$ cat config.mk
export PLATFORM = sky130hd
export DESIGN_NAME = all_channels
export DESIGN_NICKNAME = d
export VERILOG_FILES = /design/src/logic/chan_io_pkg.sv /design/src/logic/all_channels.sv /design/src/logic/chan_bus_arbiter.sv /design/src/logic/chan_regs.sv /design/src/logic/ipb_io_interface.sv
export VERILOG_INCLUDE_DIRS = /design/src /design/src/logic
export SDC_FILE = /design/constraint.sdc
export NUM_CORES = 1
export LEC_CHECK = 0
export BUFFER_PORTS_ARGS = -buffer_cell sky130_fd_sc_hd__buf_2
export CORE_ASPECT_RATIO = 0.8
export CORE_MARGIN = 3
export CORE_UTILIZATION = 60
export DETAILED_ROUTE_END_ITERATION = 7
export PLACE_DENSITY = 0.87
export SLEW_MARGIN = 5
export SYNTH_ARGS = -nofsm -noshare
export SYNTH_HDL_FRONTEND = slang
export SYNTH_SLANG_ARGS = --single-unit
$ cat constraint.sdc
create_clock -name ipb_clk -period 4.65 [get_ports ipb_clk]
set_input_delay 0.93 -clock ipb_clk [delete_from_list [all_inputs] [get_ports ipb_clk]]
set_output_delay 0.93 -clock ipb_clk [all_outputs]
set_load 0.03 [all_outputs]
$ cat src/logic/chan_io_params.svh
// channel register side of the serial-link board
// bus widths, channel count and controller limits
`ifndef CHAN_IO_PARAMS_SVH
`define CHAN_IO_PARAMS_SVH

// IPbus widths
`define IPB_ADDR_W    24        // slave address width
`define IPB_DATA_W    32        // read and write data width

// channel space
`define NUM_CHAN      4         // channel blocks, field values above are reserved
`define CHAN_SEL_LSB  20        // bottom bit of the 4-bit channel field

// per channel resources and controller limits
`define FIFO_DEPTH    4         // loopback FIFO entries
`define RD_TIMEOUT    16        // read wait cycles before ipb_err

`endif
$ cat src/logic/chan_io_pkg.sv
// shared types for the IPbus channel register side
// controller states and the register offset map of a channel
`default_nettype none

package chan_io_pkg;

  // wait-state controller states
  typedef enum logic [2:0] {
    IDLE       = 3'd0,            // waiting for a strobe
    WRITE      = 3'd1,            // write enable out to the channels
    WRITE_ACK  = 3'd2,            // write done, ack to master
    READ_START = 3'd3,            // first read cycle, channel latches data
    READ_WAIT  = 3'd4,            // waiting on the arbiter's read ack
    READ_ACK   = 3'd5,            // read data on the bus, ack to master
    ERR        = 3'd6             // reserved channel or read timeout
  } io_state_e;

  // register offsets in address bits 3:0
  typedef enum logic [3:0] {
    REG_CTRL    = 4'd0,           // control, bit 0 is link enable
    REG_SCRATCH = 4'd1,           // free read/write word
    REG_FIFO    = 4'd2,           // write pushes, read pops
    REG_LEVEL   = 4'd3,           // FIFO fill level, read only
    REG_ID      = 4'd4            // channel number, read only
  } chan_reg_e;

endpackage

`default_nettype wire

$ cat src/logic/all_channels.sv
// IPbus register side of the multi-channel serial-link board
// wait-state controller, channel decoder and one register block per channel
`timescale 1ns/10ps
`default_nettype none

`include "chan_io_params.svh"

module all_channels (
  input  logic                   ipb_clk,
  input  logic                   arst_n,
  input  logic                   ipb_strobe,
  input  logic [`IPB_ADDR_W-1:0] ipb_addr,
  input  logic                   ipb_write,
  input  logic [`IPB_DATA_W-1:0] ipb_wdata,
  output logic [`IPB_DATA_W-1:0] ipb_rdata,
  output logic                   ipb_ack,
  output logic                   ipb_err,
  output logic [`NUM_CHAN-1:0]   chan_enable,  // link enables, CTRL bit 0 of each channel
  output logic [3:0]             debug
);

  import chan_io_pkg::*;

  logic                                  io_sync, io_rd_en, io_wr_en;
  logic                                  io_rd_ack, addr_bad;
  logic [`NUM_CHAN-1:0]                  chan_sel, rd_ack_all;
  logic [`NUM_CHAN-1:0][`IPB_DATA_W-1:0] rd_data_all;
  io_state_e                             state_peek;

  ipb_io_interface ipb_io_interface_i (
    .ipb_clk, .arst_n, .ipb_strobe, .ipb_write,
    .io_rd_ack, .addr_bad,
    .io_sync, .io_rd_en, .io_wr_en,
    .ipb_ack, .ipb_err, .state_peek
  );

  chan_bus_arbiter chan_bus_arbiter_i (
    .ipb_clk, .arst_n, .ipb_addr,
    .rd_data_all, .rd_ack_all,
    .chan_sel, .addr_bad, .io_rd_ack, .ipb_rdata
  );

  ////////////////////
  // channel blocks, identity is the slot number
  for (genvar i = 0; i < `NUM_CHAN; i++) begin : g_chan
    chan_regs #(.CHAN_ID(i)) chan_regs_i (
      .ipb_clk, .arst_n,
      .chan_sel    (chan_sel[i]),
      .io_sync, .io_rd_en, .io_wr_en,
      .io_addr     (ipb_addr[3:0]),            // register offset
      .io_wr_data  (ipb_wdata),
      .rd_data     (rd_data_all[i]),
      .rd_ack      (rd_ack_all[i]),
      .chan_enable (chan_enable[i])
    );
  end

  assign debug[0] = (state_peek == IDLE);
  assign debug[1] = (state_peek == READ_START);
  assign debug[2] = (state_peek == READ_WAIT);
  assign debug[3] = (state_peek == READ_ACK);

endmodule

`default_nettype wire

$ cat src/logic/chan_bus_arbiter.sv
// channel decoder and readback steering
// one-hot channel selects from the top address field, reserved field flag,
// and a registered ack with the acking channel's data for the IPbus
`timescale 1ns/10ps
`default_nettype none

`include "chan_io_params.svh"

module chan_bus_arbiter (
  input  logic                                  ipb_clk,
  input  logic                                  arst_n,
  input  logic [`IPB_ADDR_W-1:0]                ipb_addr,
  input  logic [`NUM_CHAN-1:0][`IPB_DATA_W-1:0] rd_data_all,  // one word per channel
  input  logic [`NUM_CHAN-1:0]                  rd_ack_all,
  output logic [`NUM_CHAN-1:0]                  chan_sel,
  output logic                                  addr_bad,
  output logic                                  io_rd_ack,
  output logic [`IPB_DATA_W-1:0]                ipb_rdata
);

  logic [3:0] chan_fld;                           // channel field of the address

  assign chan_fld = ipb_addr[`CHAN_SEL_LSB +: 4];

  ////////////////////
  // decode
  always_comb begin
    for (int i = 0; i < `NUM_CHAN; i++) begin
      chan_sel[i] = (chan_fld == 4'(i));
    end
  end

  assign addr_bad = (int'(chan_fld) >= `NUM_CHAN); // NUM_CHAN up to 15 reserved

  ////////////////////
  // readback steering
  always_ff @(posedge ipb_clk or negedge arst_n) begin
    if (!arst_n) begin
      io_rd_ack <= 1'b0;
    end else begin
      io_rd_ack <= |rd_ack_all;                   // only the addressed channel acks
    end
  end

  // take the word of whichever channel acked, hold until the next ack
  always_ff @(posedge ipb_clk) begin
    for (int i = 0; i < `NUM_CHAN; i++) begin
      if (rd_ack_all[i]) ipb_rdata <= rd_data_all[i];
    end
  end

endmodule

`default_nettype wire

$ cat src/logic/chan_regs.sv
// register block of one serial-link channel
// control and scratch words, a small loopback FIFO with its level,
// and a read-only identity word; acks each read once
`timescale 1ns/10ps
`default_nettype none

`include "chan_io_params.svh"

module chan_regs #(
  parameter int unsigned CHAN_ID = 0            // value returned at REG_ID
) (
  input  logic                   ipb_clk,
  input  logic                   arst_n,
  input  logic                   chan_sel,      // address field matches this channel
  input  logic                   io_sync,
  input  logic                   io_rd_en,
  input  logic                   io_wr_en,
  input  logic [3:0]             io_addr,       // register offset
  input  logic [`IPB_DATA_W-1:0] io_wr_data,
  output logic [`IPB_DATA_W-1:0] rd_data,
  output logic                   rd_ack,
  output logic                   chan_enable    // link enable
);

  import chan_io_pkg::*;

  localparam int PTR_W = $clog2(`FIFO_DEPTH);
  localparam int CNT_W = $clog2(`FIFO_DEPTH + 1);

  chan_reg_e              reg_op;
  logic [`IPB_DATA_W-1:0] ctrl_q, scratch_q;
  logic [`IPB_DATA_W-1:0] fifo_mem [`FIFO_DEPTH];
  logic [PTR_W-1:0]       wr_ptr, rd_ptr;
  logic [CNT_W-1:0]       fifo_cnt;
  logic [`IPB_DATA_W-1:0] rd_mux;
  logic                   wr_hit, rd_start, rd_busy;
  logic                   push, pop;

  assign reg_op   = chan_reg_e'(io_addr);
  assign wr_hit   = chan_sel & io_wr_en;
  assign rd_start = chan_sel & io_rd_en & io_sync & ~rd_busy;   // first read cycle only
  assign push     = wr_hit & (reg_op == REG_FIFO) & (fifo_cnt != CNT_W'(`FIFO_DEPTH));
  assign pop      = rd_start & (reg_op == REG_FIFO) & (fifo_cnt != '0);

  assign chan_enable = ctrl_q[0];

  ////////////////////
  // writable registers
  always_ff @(posedge ipb_clk or negedge arst_n) begin
    if (!arst_n) begin
      ctrl_q    <= '0;
      scratch_q <= '0;
    end else if (wr_hit) begin
      if (reg_op == REG_CTRL)    ctrl_q    <= io_wr_data;
      if (reg_op == REG_SCRATCH) scratch_q <= io_wr_data;
    end
  end

  ////////////////////
  // loopback FIFO, full push dropped and empty pop leaves count alone
  always_ff @(posedge ipb_clk) begin
    if (push) fifo_mem[wr_ptr] <= io_wr_data;
  end

  always_ff @(posedge ipb_clk or negedge arst_n) begin
    if (!arst_n) begin
      wr_ptr   <= '0;
      rd_ptr   <= '0;
      fifo_cnt <= '0;
    end else begin
      if (push) wr_ptr <= (wr_ptr == PTR_W'(`FIFO_DEPTH - 1)) ? '0 : wr_ptr + 1'b1;
      if (pop)  rd_ptr <= (rd_ptr == PTR_W'(`FIFO_DEPTH - 1)) ? '0 : rd_ptr + 1'b1;
      if (push)     fifo_cnt <= fifo_cnt + 1'b1;    // never both in one cycle
      else if (pop) fifo_cnt <= fifo_cnt - 1'b1;
    end
  end

  ////////////////////
  // readback
  always_comb begin
    rd_mux = '0;                                    // unmapped offsets read zero
    case (reg_op)
      REG_CTRL:    rd_mux = ctrl_q;
      REG_SCRATCH: rd_mux = scratch_q;
      REG_FIFO:    if (fifo_cnt != '0) rd_mux = fifo_mem[rd_ptr];
      REG_LEVEL:   rd_mux[CNT_W-1:0] = fifo_cnt;
      REG_ID:      rd_mux = CHAN_ID[`IPB_DATA_W-1:0];
      default:     rd_mux = '0;
    endcase
  end

  always_ff @(posedge ipb_clk) begin
    if (rd_start) rd_data <= rd_mux;                // held for the arbiter
  end

  // one ack per read, rearmed once sync drops
  always_ff @(posedge ipb_clk or negedge arst_n) begin
    if (!arst_n) begin
      rd_ack  <= 1'b0;
      rd_busy <= 1'b0;
    end else begin
      rd_ack <= rd_start;
      if (rd_start)      rd_busy <= 1'b1;
      else if (!io_sync) rd_busy <= 1'b0;
    end
  end

endmodule

`default_nettype wire

$ cat src/logic/ipb_io_interface.sv
// IPbus wait-state controller
// turns the level strobe into sync, read enable and write enable pulses
// and answers the master with a one-cycle ipb_ack or ipb_err
`timescale 1ns/10ps
`default_nettype none

`include "chan_io_params.svh"

module ipb_io_interface (
  input  logic                   ipb_clk,
  input  logic                   arst_n,
  input  logic                   ipb_strobe,   // master holds this until ack or err
  input  logic                   ipb_write,    // write when high, read when low
  input  logic                   io_rd_ack,    // registered ack from the arbiter
  input  logic                   addr_bad,     // reserved channel field
  output logic                   io_sync,      // read outstanding
  output logic                   io_rd_en,     // high for the whole read
  output logic                   io_wr_en,     // single cycle write strobe
  output logic                   ipb_ack,
  output logic                   ipb_err,
  output chan_io_pkg::io_state_e state_peek    // for the debug pins
);

  import chan_io_pkg::*;

  localparam int TO_W = $clog2(`RD_TIMEOUT);

  io_state_e       state, next_state;
  logic [TO_W-1:0] to_cnt;                     // cycles spent in READ_WAIT
  logic            to_hit;

  assign to_hit = (to_cnt == TO_W'(`RD_TIMEOUT - 1));

  ////////////////////
  // state register
  always_ff @(posedge ipb_clk or negedge arst_n) begin
    if (!arst_n) begin
      state <= IDLE;
    end else begin
      state <= next_state;
    end
  end

  // read timeout counter, restarts on every read
  always_ff @(posedge ipb_clk or negedge arst_n) begin
    if (!arst_n) begin
      to_cnt <= '0;
    end else if (state == READ_WAIT) begin
      to_cnt <= to_cnt + 1'b1;
    end else begin
      to_cnt <= '0;
    end
  end

  ////////////////////
  // next state
  always_comb begin
    next_state = state;
    case (state)
      IDLE: begin
        if (ipb_strobe) begin
          if (addr_bad)       next_state = ERR;         // nothing behind this field
          else if (ipb_write) next_state = WRITE;
          else                next_state = READ_START;
        end
      end
      WRITE:      next_state = WRITE_ACK;              // register takes data at this edge
      WRITE_ACK:  next_state = IDLE;
      READ_START: next_state = READ_WAIT;
      READ_WAIT: begin
        if (io_rd_ack)   next_state = READ_ACK;
        else if (to_hit) next_state = ERR;             // no channel answered
      end
      READ_ACK:   next_state = IDLE;
      ERR:        next_state = IDLE;
      default:    next_state = IDLE;
    endcase
  end

  // outputs decoded straight from the state register
  assign io_wr_en   = (state == WRITE);
  assign io_sync    = (state == READ_START) || (state == READ_WAIT);
  assign io_rd_en   = io_sync || (state == READ_ACK);
  assign ipb_ack    = (state == WRITE_ACK) || (state == READ_ACK);
  assign ipb_err    = (state == ERR);
  assign state_peek = state;

endmodule

`default_nettype wire

# --- Yosys cells after proc, flatten, opt, wreduce, memory -nomap -nowiden ---
# Memory sizes are Yosys's and may differ from the RTL's.
# Cells that the tools add are included.
word_totals:
  register_bits: 460
  mem_count: 4
  out_inout_bits: 42
  ram_bits: 512
classes:
  n_mux: 52
  eq_ne: 32
  n_reduce_logical: 25
  add_sub_neg: 17
  n_bitwise: 36
  magnitude_cmp: 1
mem_list:
  columns: ["memory", "depth", "word_bits", "rd", "rd_clocked_by_memory_dff", "wr", "line", "rtl"]
  rows:
  - ["g_chan[0].chan_regs_i.fifo_mem", 4, 32, 1, 0, 1, "chan_regs.sv:32", "logic [`IPB_DATA_W-1:0] fifo_mem [`FIFO_DEPTH];"]
  - ["g_chan[1].chan_regs_i.fifo_mem", 4, 32, 1, 0, 1, "chan_regs.sv:32", null]
  - ["g_chan[2].chan_regs_i.fifo_mem", 4, 32, 1, 0, 1, "chan_regs.sv:32", null]
  - ["g_chan[3].chan_regs_i.fifo_mem", 4, 32, 1, 0, 1, "chan_regs.sv:32", null]
op_table:
  columns: ["cell", "n"]
  rows:
  - ["$pmux 29 s3", 4]
  - ["$mux 32", 8]
  - ["$pmux 3 s5", 3]
  - ["$mux 3", 12]
  - ["$and 1x1->1", 32]
  - ["$pmux 3 s4", 2]
  - ["$mux 2", 9]
  - ["$reduce_and 2->1", 9]
  - ["$add 2x1->2 const B", 8]
  - ["$eq 2x2->1 const B", 8]
  - ["$eq 4x2->1 const B", 4]
  - ["$mux 1", 13]
  - ["$add 3x1->3 const B", 4]
  - ["$ne 3x3->1 const B", 4]
  - ["$reduce_bool 3->1", 4]
  - ["$sub 3x1->3 const B", 4]
  - ["$eq 3x3->1 const B", 3]
  - ["$eq 4x1->1 const B", 2]
  - ["$logic_not 4->1", 2]
  - ["$reduce_bool 2->1", 4]
  - ["$eq 3x2->1 const B", 2]
  - ["$ne 2x1->1 const B", 3]
  - ["$add 4x1->4 const B", 1]
  - ["$eq 4x3->1 const B", 1]
  - ["11 further kinds", 17]

# --- Depth between registers and ports, before layout ---
# Gate-level depths: netlist of run 1.
depth:
  word_depth: 10
  mapped_depth: 11

# --- Modules after synthesis ---
# Synthesis of run 1 repeated with hierarchy kept, for this count alone.
unflattened:
  hier_cells: 2218
  area_unflattened_um2: 39905.8
modules_own_cells:
  columns: ["mod", "cells_each", "instances", "seq_area_each_um2", "area_per_inst_um2"]
  rows:
  - ["chan_regs at g_chan[1].chan_regs_i ...", 504, 2, 6631.4, 9252.6]
  - ["chan_regs at g_chan[0].chan_regs_i", 472, 1, 6631.4, 9367.7]
  - ["chan_regs at g_chan[3].chan_regs_i", 507, 1, 6631.4, 9305.2]
  - ["chan_bus_arbiter", 185, 1, 985.9, 2309.7]
  - ["ipb_io_interface", 42, 1, 175.2, 382.9]
  - ["all_channels", 4, 1, 0.0, 35.0]

# --- Worst setup path before layout of run 1 ---
# No wires, ideal clock.
synth_timing:
  path_type: "input-to-reg"
  startpoint: "in ipb_addr[23]"
  endpoint: "reg g_chan[0].chan_regs_i.rd_data[0] (enable)"
  required_time_ps: 4187
  setup_time_ps: 463
  cell_stages: 3
  slack_ps: 225
  path_buffers: 1
  t_arrival_ps: 3962
  path_cell_list: "buf_2 > or4_4 > nor3_1"
synth_between:
  elab_chain_len: 4
synth_rtl:
  columns: ["item", "line", "rtl"]
  rows:
  - ["start: declaration", "all_channels.sv:12", "input logic [`IPB_ADDR_W-1:0] ipb_addr,"]
  - ["$logic_not 4->1", "chan_bus_arbiter.sv:29", "chan_sel[i] = (chan_fld == 4'(i));"]
  - ["$and 1x1->1 (3 in a row)", "chan_regs.sv:41", "assign rd_start = chan_sel & io_rd_en & io_sync & ~rd_busy;"]
  - ["via g_chan[0].chan_regs_i.rd_start", "chan_regs.sv:36", "logic wr_hit, rd_start, rd_busy;"]
  - ["end signal: assignment", "chan_regs.sv:93", "if (rd_start) rd_data <= rd_mux;"]
  - ["end: declaration", "chan_regs.sv:20", "output logic [`IPB_DATA_W-1:0] rd_data,"]
# The timed path passes the listed nets, and every way through them passes these cells.
# A chain may end at the register's enable or synchronous reset.

# --- Worst setup path after layout of run 1 ---
layout_timing:
  startpoint: "reg ipb_io_interface_i.state[2], in the netlist ipb_io_interface_i.state_peek[2]"
  endpoint: "reg g_chan[0].chan_regs_i.fifo_cnt[2]"
layout_between:
  elab_chain_len: 9
layout_rtl:
  columns: ["item", "line", "rtl"]
  rows:
  - ["start: declaration", "ipb_io_interface.sv:28", "io_state_e state, next_state;"]
  - ["start signal: assignment", "ipb_io_interface.sv:40", "state <= next_state;"]
  - ["$eq 3x2->1 / $eq 3x3->1 (equally long branches)", "ipb_io_interface.sv:82", "assign io_sync = (state == READ_START) || (state == READ_WAIT);"]
  - ["$logic_or 1x1->1", "ipb_io_interface.sv:82", null]
  - ["$logic_or 1x1->1", "ipb_io_interface.sv:83", "assign io_rd_en = io_sync || (state == READ_ACK);"]
  - ["$and 1x1->1 (3 in a row)", "chan_regs.sv:41", null]
  - ["$and 1x1->1 (2 in a row)", "chan_regs.sv:43", "assign pop = rd_start & (reg_op == REG_FIFO) & (fifo_cnt != '0);"]
  - ["$reduce_bool 2->1 (no line)", null, null]
  - ["end signal: assignment", "chan_regs.sv:73", "if (push) fifo_cnt <= fifo_cnt + 1'b1;"]
  - ["end signal: assignment", "chan_regs.sv:74", "else if (pop) fifo_cnt <= fifo_cnt - 1'b1;"]
  - ["end: declaration", "chan_regs.sv:34", "logic [CNT_W-1:0] fifo_cnt;"]
# Several ways; a longest one is shown, not always the timed one.

==> flow_summary.ini, run 1 <==
[outcome]
status = finished, violations left
violations = DRC

[clock_tree]
cts.path.max_buffers = 3
cts_tree = done
cts.repair.resized = 0
cts-root-buf = clkbuf_16
h-tree-depth = 3
clkLatencyLatePin_ns = 0.65
cts_hold_buf = 0
post_cts.repair.setup_buffers = 0
cts_sinks = 972
numCtsBuffers = 86
clk_pin_slew_ns = 0.07

[floorplanning]
core_um2 = 62890
fp.dieW_um = 288.5
rows = 82
dieArea_um2 = 66930
initial_core_util = 0.6091
die_y_um = 232
ioPinCount = 102

[placed_design]
placement.io_buffers = 85
hpwl_um = 53430
gp_congestion = 0.8369
post-place-cells = 2995

[grt]
grt_pass1_vias = 22600
grt_pass1_wl_um = 144600
grt_max_degree = 129
overflow = 0
grtUsageTotal = 0.2954
antenna_found_initial = 3

[setup_path]
critPathLaunchType = flip-flop
crit_family = simple AND/OR/NAND/NOR gates
crit_fanout = 14
reg2reg_setup_slack_ns = 1.10
required_ns = 5.21
cp_data_arrival_time_ns = 4.11
cp-end-kind = flip-flop
critPathSlowestCell = nor4_2
crit_type = reg -> reg
max_stage_delay_ns = 0.96
cp.buffers_inverters = 1
crit_chain = or3b_2, nor4_2, inv_1, fa_1, or4b_1, a21oi_1

[power]
p_sw_frac = 0.2213
pwr-share-comb = 0.046
cellInternalPower_mw = 13.71
powerDensity_nw_per_um2 = 412.3
switchingPower_mw = 3.897
leakage_nw = 16.92
finalPower_mw = 17.61
vdd_drop_max_mv = 0.3127
seqPwrFrac = 0.540
clkPwrFrac = 0.414

[layout]
nets = 2328
num_antenna_cells = 0
nFillCells = 3673
drive_gt1_frac = 0.2909
area_growth_pct = 11.46
layout.cells.non_filler = 3157

[timing]
final.min_clock_period_ns = 3.548
finalHoldViolations = 0
tightest_slew_ns = 1.161
finalSetupTns_ns = 0
rsz0062_at_grt = false
fin_worst_skew_ns = 0.02163
fmax_mhz = 281.9
period_share = 0.7629
final-setup-viol-count = 0
maxSlewViolCount = 0
slew_headroom = 0.2231

[synth]
avgSynthCellArea_um2 = 17.90
synth_edf_count = 672
syn_inst = 2140
syn_area_um2 = 38310
synth_top_area_frac = 0.5268
mappedNetlistNets = 2225
synth_top_flop_cell = edfxtp_1
netlist-cell-type-count = 58
ys_seq_elements = 972
async_flop_share = 0.3086
yosys_warnings = 0
synth.area.top_cells = edfxtp_1, dfrtp_1, mux4_2
post-synth-top-area-cell = edfxtp_1
yosysSeqAreaShare = 0.7227

[route]
drtIter0Drc = 3499
drt_pass1_iterations = 8
routed_via_density = 6.866
wl_um = 97350
routedWlPerCell_um = 30.84
antenna_left = 0
vias = 21680
remaining_drc_errors = 15

[worst_hold_path]
min_path_type = in -> async

[job]
maxCapViolCount = 0
==> cells in the final DEF (no fill, tap or decap), drive strengths merged, types with 8 or more instances in the layout <==
cell	n
mux2i	32
ha	21
buf	146
o21ai	46
clkbuf	118
mux2	268
nor2	57
bufinv	10
and2	21
a21oi	48
inv	139
clkinv	26
nor4	8
mux4	128
nor3	15
dfrtp	300
a222oi	124
nand2	71
edfxtp	672
==> Yosys cell counts, types with 5 or more instances <==
cell      number
a21oi_1       47
a222oi_1     124
and2_1        21
buf_1         30
buf_2         22
buf_4          7
clkbuf_1      72
dfrtp_1      300
edfxtp_1     672
ha_1          21
inv_1        132
mux2_1        38
mux2_2       230
mux2i_1       32
mux4_2       128
nand2_1       71
nor2_1        57
nor3_1        14
nor4_1         5
o21ai_0       45
or4b_1         5
xnor2_1        5
==> final timing paths <==
path / from / to / cells after the start
worst min-delay path: arst_n / g_chan[1].chan_regs_i.scratch_q[5] / 1
min in group ipb_clk: ipb_io_interface_i.to_cnt[0] / ipb_io_interface_i.to_cnt[0] / 1
max in group asynchronous: arst_n / g_chan[0].chan_regs_i.ctrl_q[25] / 2
worst max register to register: ipb_io_interface_i.state_peek[2] / g_chan[0].chan_regs_i.fifo_cnt[2] / 6
worst max-delay path: ipb_io_interface_i.state_peek[2] / g_chan[0].chan_regs_i.fifo_cnt[2] / 6
worst min register to register: ipb_io_interface_i.to_cnt[0] / ipb_io_interface_i.to_cnt[0] / 1
==> area by class of cell <==
| class | instances | area [um2] | area share |
|---|---|---|---|
| flip-flops and latches | 972 | 27700 | 0.6486 |
| multi-input cells | 905 | 9656 | 0.2261 |
| clock buffers | 118 | 2342 | 0.05485 |
| well taps | 840 | 1051 | 0.02461 |
| repair buffers | 146 | 943.4 | 0.02209 |
| clock inverters | 44 | 516.7 | 0.01210 |
| inverters | 132 | 495.5 | 0.01160 |
==> routing by layer <==
metal	up-vias	wire, um	global-route usage
li1	8608	-	-
met1	10980	34180	0.3958
met2	1742	46230	0.4594
met3	340	11730	0.07213
met4	6	5172	0.1472
met5	-	45	0
==> flip-flops by register name, indices dropped and copies added (netlist names) <==
name,count
g_chan.chan_regs_i.rd_ack,4
g_chan.chan_regs_i.ctrl_q,128
g_chan.chan_regs_i.rd_ptr,8
g_chan.chan_regs_i.scratch_q,128
g_chan.chan_regs_i.rd_data,128
chan_bus_arbiter_i.ipb_rdata,32
g_chan.chan_regs_i.fifo_cnt,12
g_chan.chan_regs_i.rd_busy,4
g_chan.chan_regs_i.wr_ptr,8
chan_bus_arbiter_i.io_rd_ack,1
ipb_io_interface_i.state_peek,3
ipb_io_interface_i.to_cnt,4
g_chan.chan_regs_i.fifo_mem,512
==> through the flow <==
step / util / area [um2] / setup WS [ns] / hold WS (ns)
6_report: 0.6789 / 42700 / 1.102 / 0.3478
2_1_floorplan: - / 38310 / 0.2248 / 0.4322
3_3_place_gp: 0.6334 / 39840 / 0.7298 / 0.4445
5_1_grt: 0.6789 / 42700 / 0.9494 / 0.4066
4_1_cts: 0.6788 / 42690 / 1.134 / 0.3969
3_5_place_dp: 0.6334 / 39840 / 0.6362 / 0.4619
==> cell families (layout without fill, tap and decap cells) <==
group | count (synthesis) | count (layout) | synth area share
AOI/OAI and AO/OA | 233 | 233 | 0.04834
DFF | 972 | 972 | 0.7227
buffers and inverters | 263 | 440 | 0.02717
xor gates and xnor gates | 6 | 6 | 0.001372
adders and majority gates | 25 | 25 | 0.008949
muxes | 428 | 428 | 0.1624
and+or+nand+nor | 213 | 213 | 0.02904
==> power by group through the flow <==
stage          combinational, mW  clock [mW]  sequential (mW)
2_1_floorplan              0.340           0             9.72
3_3_place_gp               0.750           0             9.68
3_5_place_dp               0.786           0             9.69
4_1_cts                    0.796        7.33             9.51
5_1_grt                    0.853        7.66             9.52
6_report                   0.805        7.29             9.51
Power figures use the tool's default switching activity.
==> run 2, diff against run 1 <==
CORE_UTILIZATION = 56   (was 60)
PLACE_DENSITY = 0.86   (was 0.87)
clock period = 2.9 ns   (was 4.65 ns; I/O delays follow)
==> run 2 against run 1 <==
Compared with the run above: the flow still finishes with violations (DRC); highest routed layer unchanged; critical path depth is the same; register-to-register slack worse by 0.95 ns; non-clock buffer count grew 30; power is 58% higher; hold slack worse by 0.23 ns; setup slack got worse by 0.95 ns; critical endpoint is now g_chan[1].chan_regs_i.fifo_cnt[2]; routed wire length is 0.90% higher; clock skew is 0.0039 ns higher; via count up 0.65%; count of clock-buffer cells in the layout shrank 1.
==> flow_summary.ini, run 2 (synthesis gave the netlist of run 1 again) <==
[clock_tree]
cts.path.max_buffers = 3
numCtsBuffers = 84
cts.repair.resized = 0
cts_hold_buf = 1
h-tree-depth = 3
cts_sinks = 972
clkLatencyLatePin_ns = 0.64
clk_pin_slew_ns = 0.06
cts_tree = done
post_cts.repair.setup_buffers = 0
cts-root-buf = clkbuf_16

[layout]
mostFrequentLayoutCells = edfxtp_1, dfrtp_1, mux2_2
num_antenna_cells = 0
drive_gt1_frac = 0.2993
area_growth_pct = 13.01
largest_reg_flops = 512
final_cell_area_um2 = 43290
multi_input_area_um2 = 9684
nFillCells = 4197
regArea_um2 = 27700
final_common_cell = edfxtp_1
largest_register = g_chan.chan_regs_i.fifo_mem
fin_util = 0.6410
nets = 2356

[timing]
finalSetupTns_ns = 0
rsz0062_at_grt = false
slew_headroom = 0.3069
finalHoldViolations = 0
period_share = 0.9460
final.min_clock_period_ns = 2.743
tightest_slew_ns = 1.036
final-setup-viol-count = 0
hold_ws_ns = 0.1195
fmax_mhz = 364.5
fin_worst_skew_ns = 0.02553
maxSlewViolCount = 0

[setup_path]
cp-end-kind = flip-flop
endpoint = g_chan[1].chan_regs_i.fifo_cnt[2]
crit_chain = nor3b_1, and4_1, inv_1, fa_1, or4b_1, a211oi_1
critPathLaunch = ipb_io_interface_i.state_peek[1]
r2r_end = g_chan[1].chan_regs_i.fifo_cnt[2]
cp.buffers_inverters = 1
reg2reg_setup_slack_ns = 0.16
path_depth = 6
critPathLaunchType = flip-flop
crit_type = reg -> reg
crit_family = simple AND/OR/NAND/NOR gates
max_stage_delay_ns = 0.55
crit_fanout = 9
cp_data_arrival_time_ns = 3.27
required_ns = 3.43
critPathSlowestCell = or4b_1
r2r_start = ipb_io_interface_i.state_peek[1]
reg2reg_depth = 6

[floorplanning]
core_um2 = 67530
rows = 85
dieArea_um2 = 71600
initial_core_util = 0.5672
fp.dieW_um = 298.4
ioPinCount = 102
die_y_um = 239.9

[placed_design]
hpwl_um = 53560
placement.io_buffers = 85
placed_area_um2 = 40540
gp_congestion = 0.8786

[route]
wl_um = 98240
drtIter0Drc = 3577
routed_via_density = 6.702
vias = 21820
drt_pass1_iterations = 8
antenna_left = 0
routedWlPerCell_um = 30.18
remaining_drc_errors = 1

[power]
pwr-share-comb = 0.050
seqPwrFrac = 0.546
powerDensity_nw_per_um2 = 644.0
cellInternalPower_mw = 21.70
leakage_nw = 17.10
switchingPower_mw = 6.181
clkPwrFrac = 0.403
p_sw_frac = 0.2217
finalPower_mw = 27.88
vdd_drop_max_mv = 0.4656

[grt]
overflow = 0
grt_max_degree = 125
grt_pass1_wl_um = 146300
antenna_found_initial = 4
grt_pass1_vias = 23060
grtUsageTotal = 0.2767

[outcome]
status = finished, violations left
violations = DRC

[job]
maxCapViolCount = 0

[worst_hold_path]
min_path_type = in -> reg
run 2: cell types whose count changed in the layout (fill, tap and decap cells not counted), moves of 2 or more:
cell / previous run / this run
nor3_2: 6 / 1
clkbuf_1: 25 / 21
clkinv_2: 12 / 14
clkbuf_8: 7 / 10
buf_12: 4 / 33
bufinv_16: 10 / 6
nor3_4: 0 / 4
run 2: worst min path at each step:
stage                                  endpoint  slack, ns  depth (start not counted)                    startpoint
2_1_floorplan      chan_bus_arbiter_i.io_rd_ack       0.28                          0                        arst_n
3_3_place_gp       ipb_io_interface_i.to_cnt[0]       0.44                          1  ipb_io_interface_i.to_cnt[0]
3_5_place_dp       ipb_io_interface_i.to_cnt[0]       0.45                          1  ipb_io_interface_i.to_cnt[0]
4_1_cts        ipb_io_interface_i.state_peek[1]       0.09                          2                     ipb_write
5_1_grt        ipb_io_interface_i.state_peek[1]       0.11                          2                     ipb_write
6_report       ipb_io_interface_i.state_peek[1]       0.12                          2                     ipb_write
run 2: metrics by stage:
step | cells | setup WS, ns
detailed placement | 3097 | -0.07363
finish | 3255 | 0.1567
CTS | 3255 | 0.2031
floorplan | 2140 | -0.3065
global placement | 3097 | 0.03899
global route | 3255 | 0.09945
run 2: per-layer routing:
layer  up-vias  global-route usage  wire length (um)
li1       8676                   -                 -
met1     11100              0.3657             34520
met2      1688              0.4408             46840
met3       343             0.06509             12040
met4         6              0.1331              4798
met5         -                   0                39
run 2: power by group through the flow:
| stage | clock [mW] | sequential, mW | combinational, mW |
|---|---|---|---|
| 5_1_grt | 11.8 | 15.2 | 1.49 |
| 2_1_floorplan | 0 | 15.6 | 0.554 |
| 4_1_cts | 11.3 | 15.2 | 1.40 |
| 3_5_place_dp | 0 | 15.5 | 1.38 |
| 3_3_place_gp | 0 | 15.5 | 1.31 |
| 6_report | 11.2 | 15.2 | 1.40 |
run 2: layout make-up:
| class | instances | area share |
|---|---|---|
| Clock buffer | 117 | 0.05471 |
| Clock inverter | 40 | 0.008555 |
| Inverter | 132 | 0.01145 |
| Multi-Input combinational cell | 905 | 0.2237 |
| Sequential cell | 972 | 0.6398 |
| Tap cell | 913 | 0.02639 |
| Timing Repair Buffer | 176 | 0.03543 |
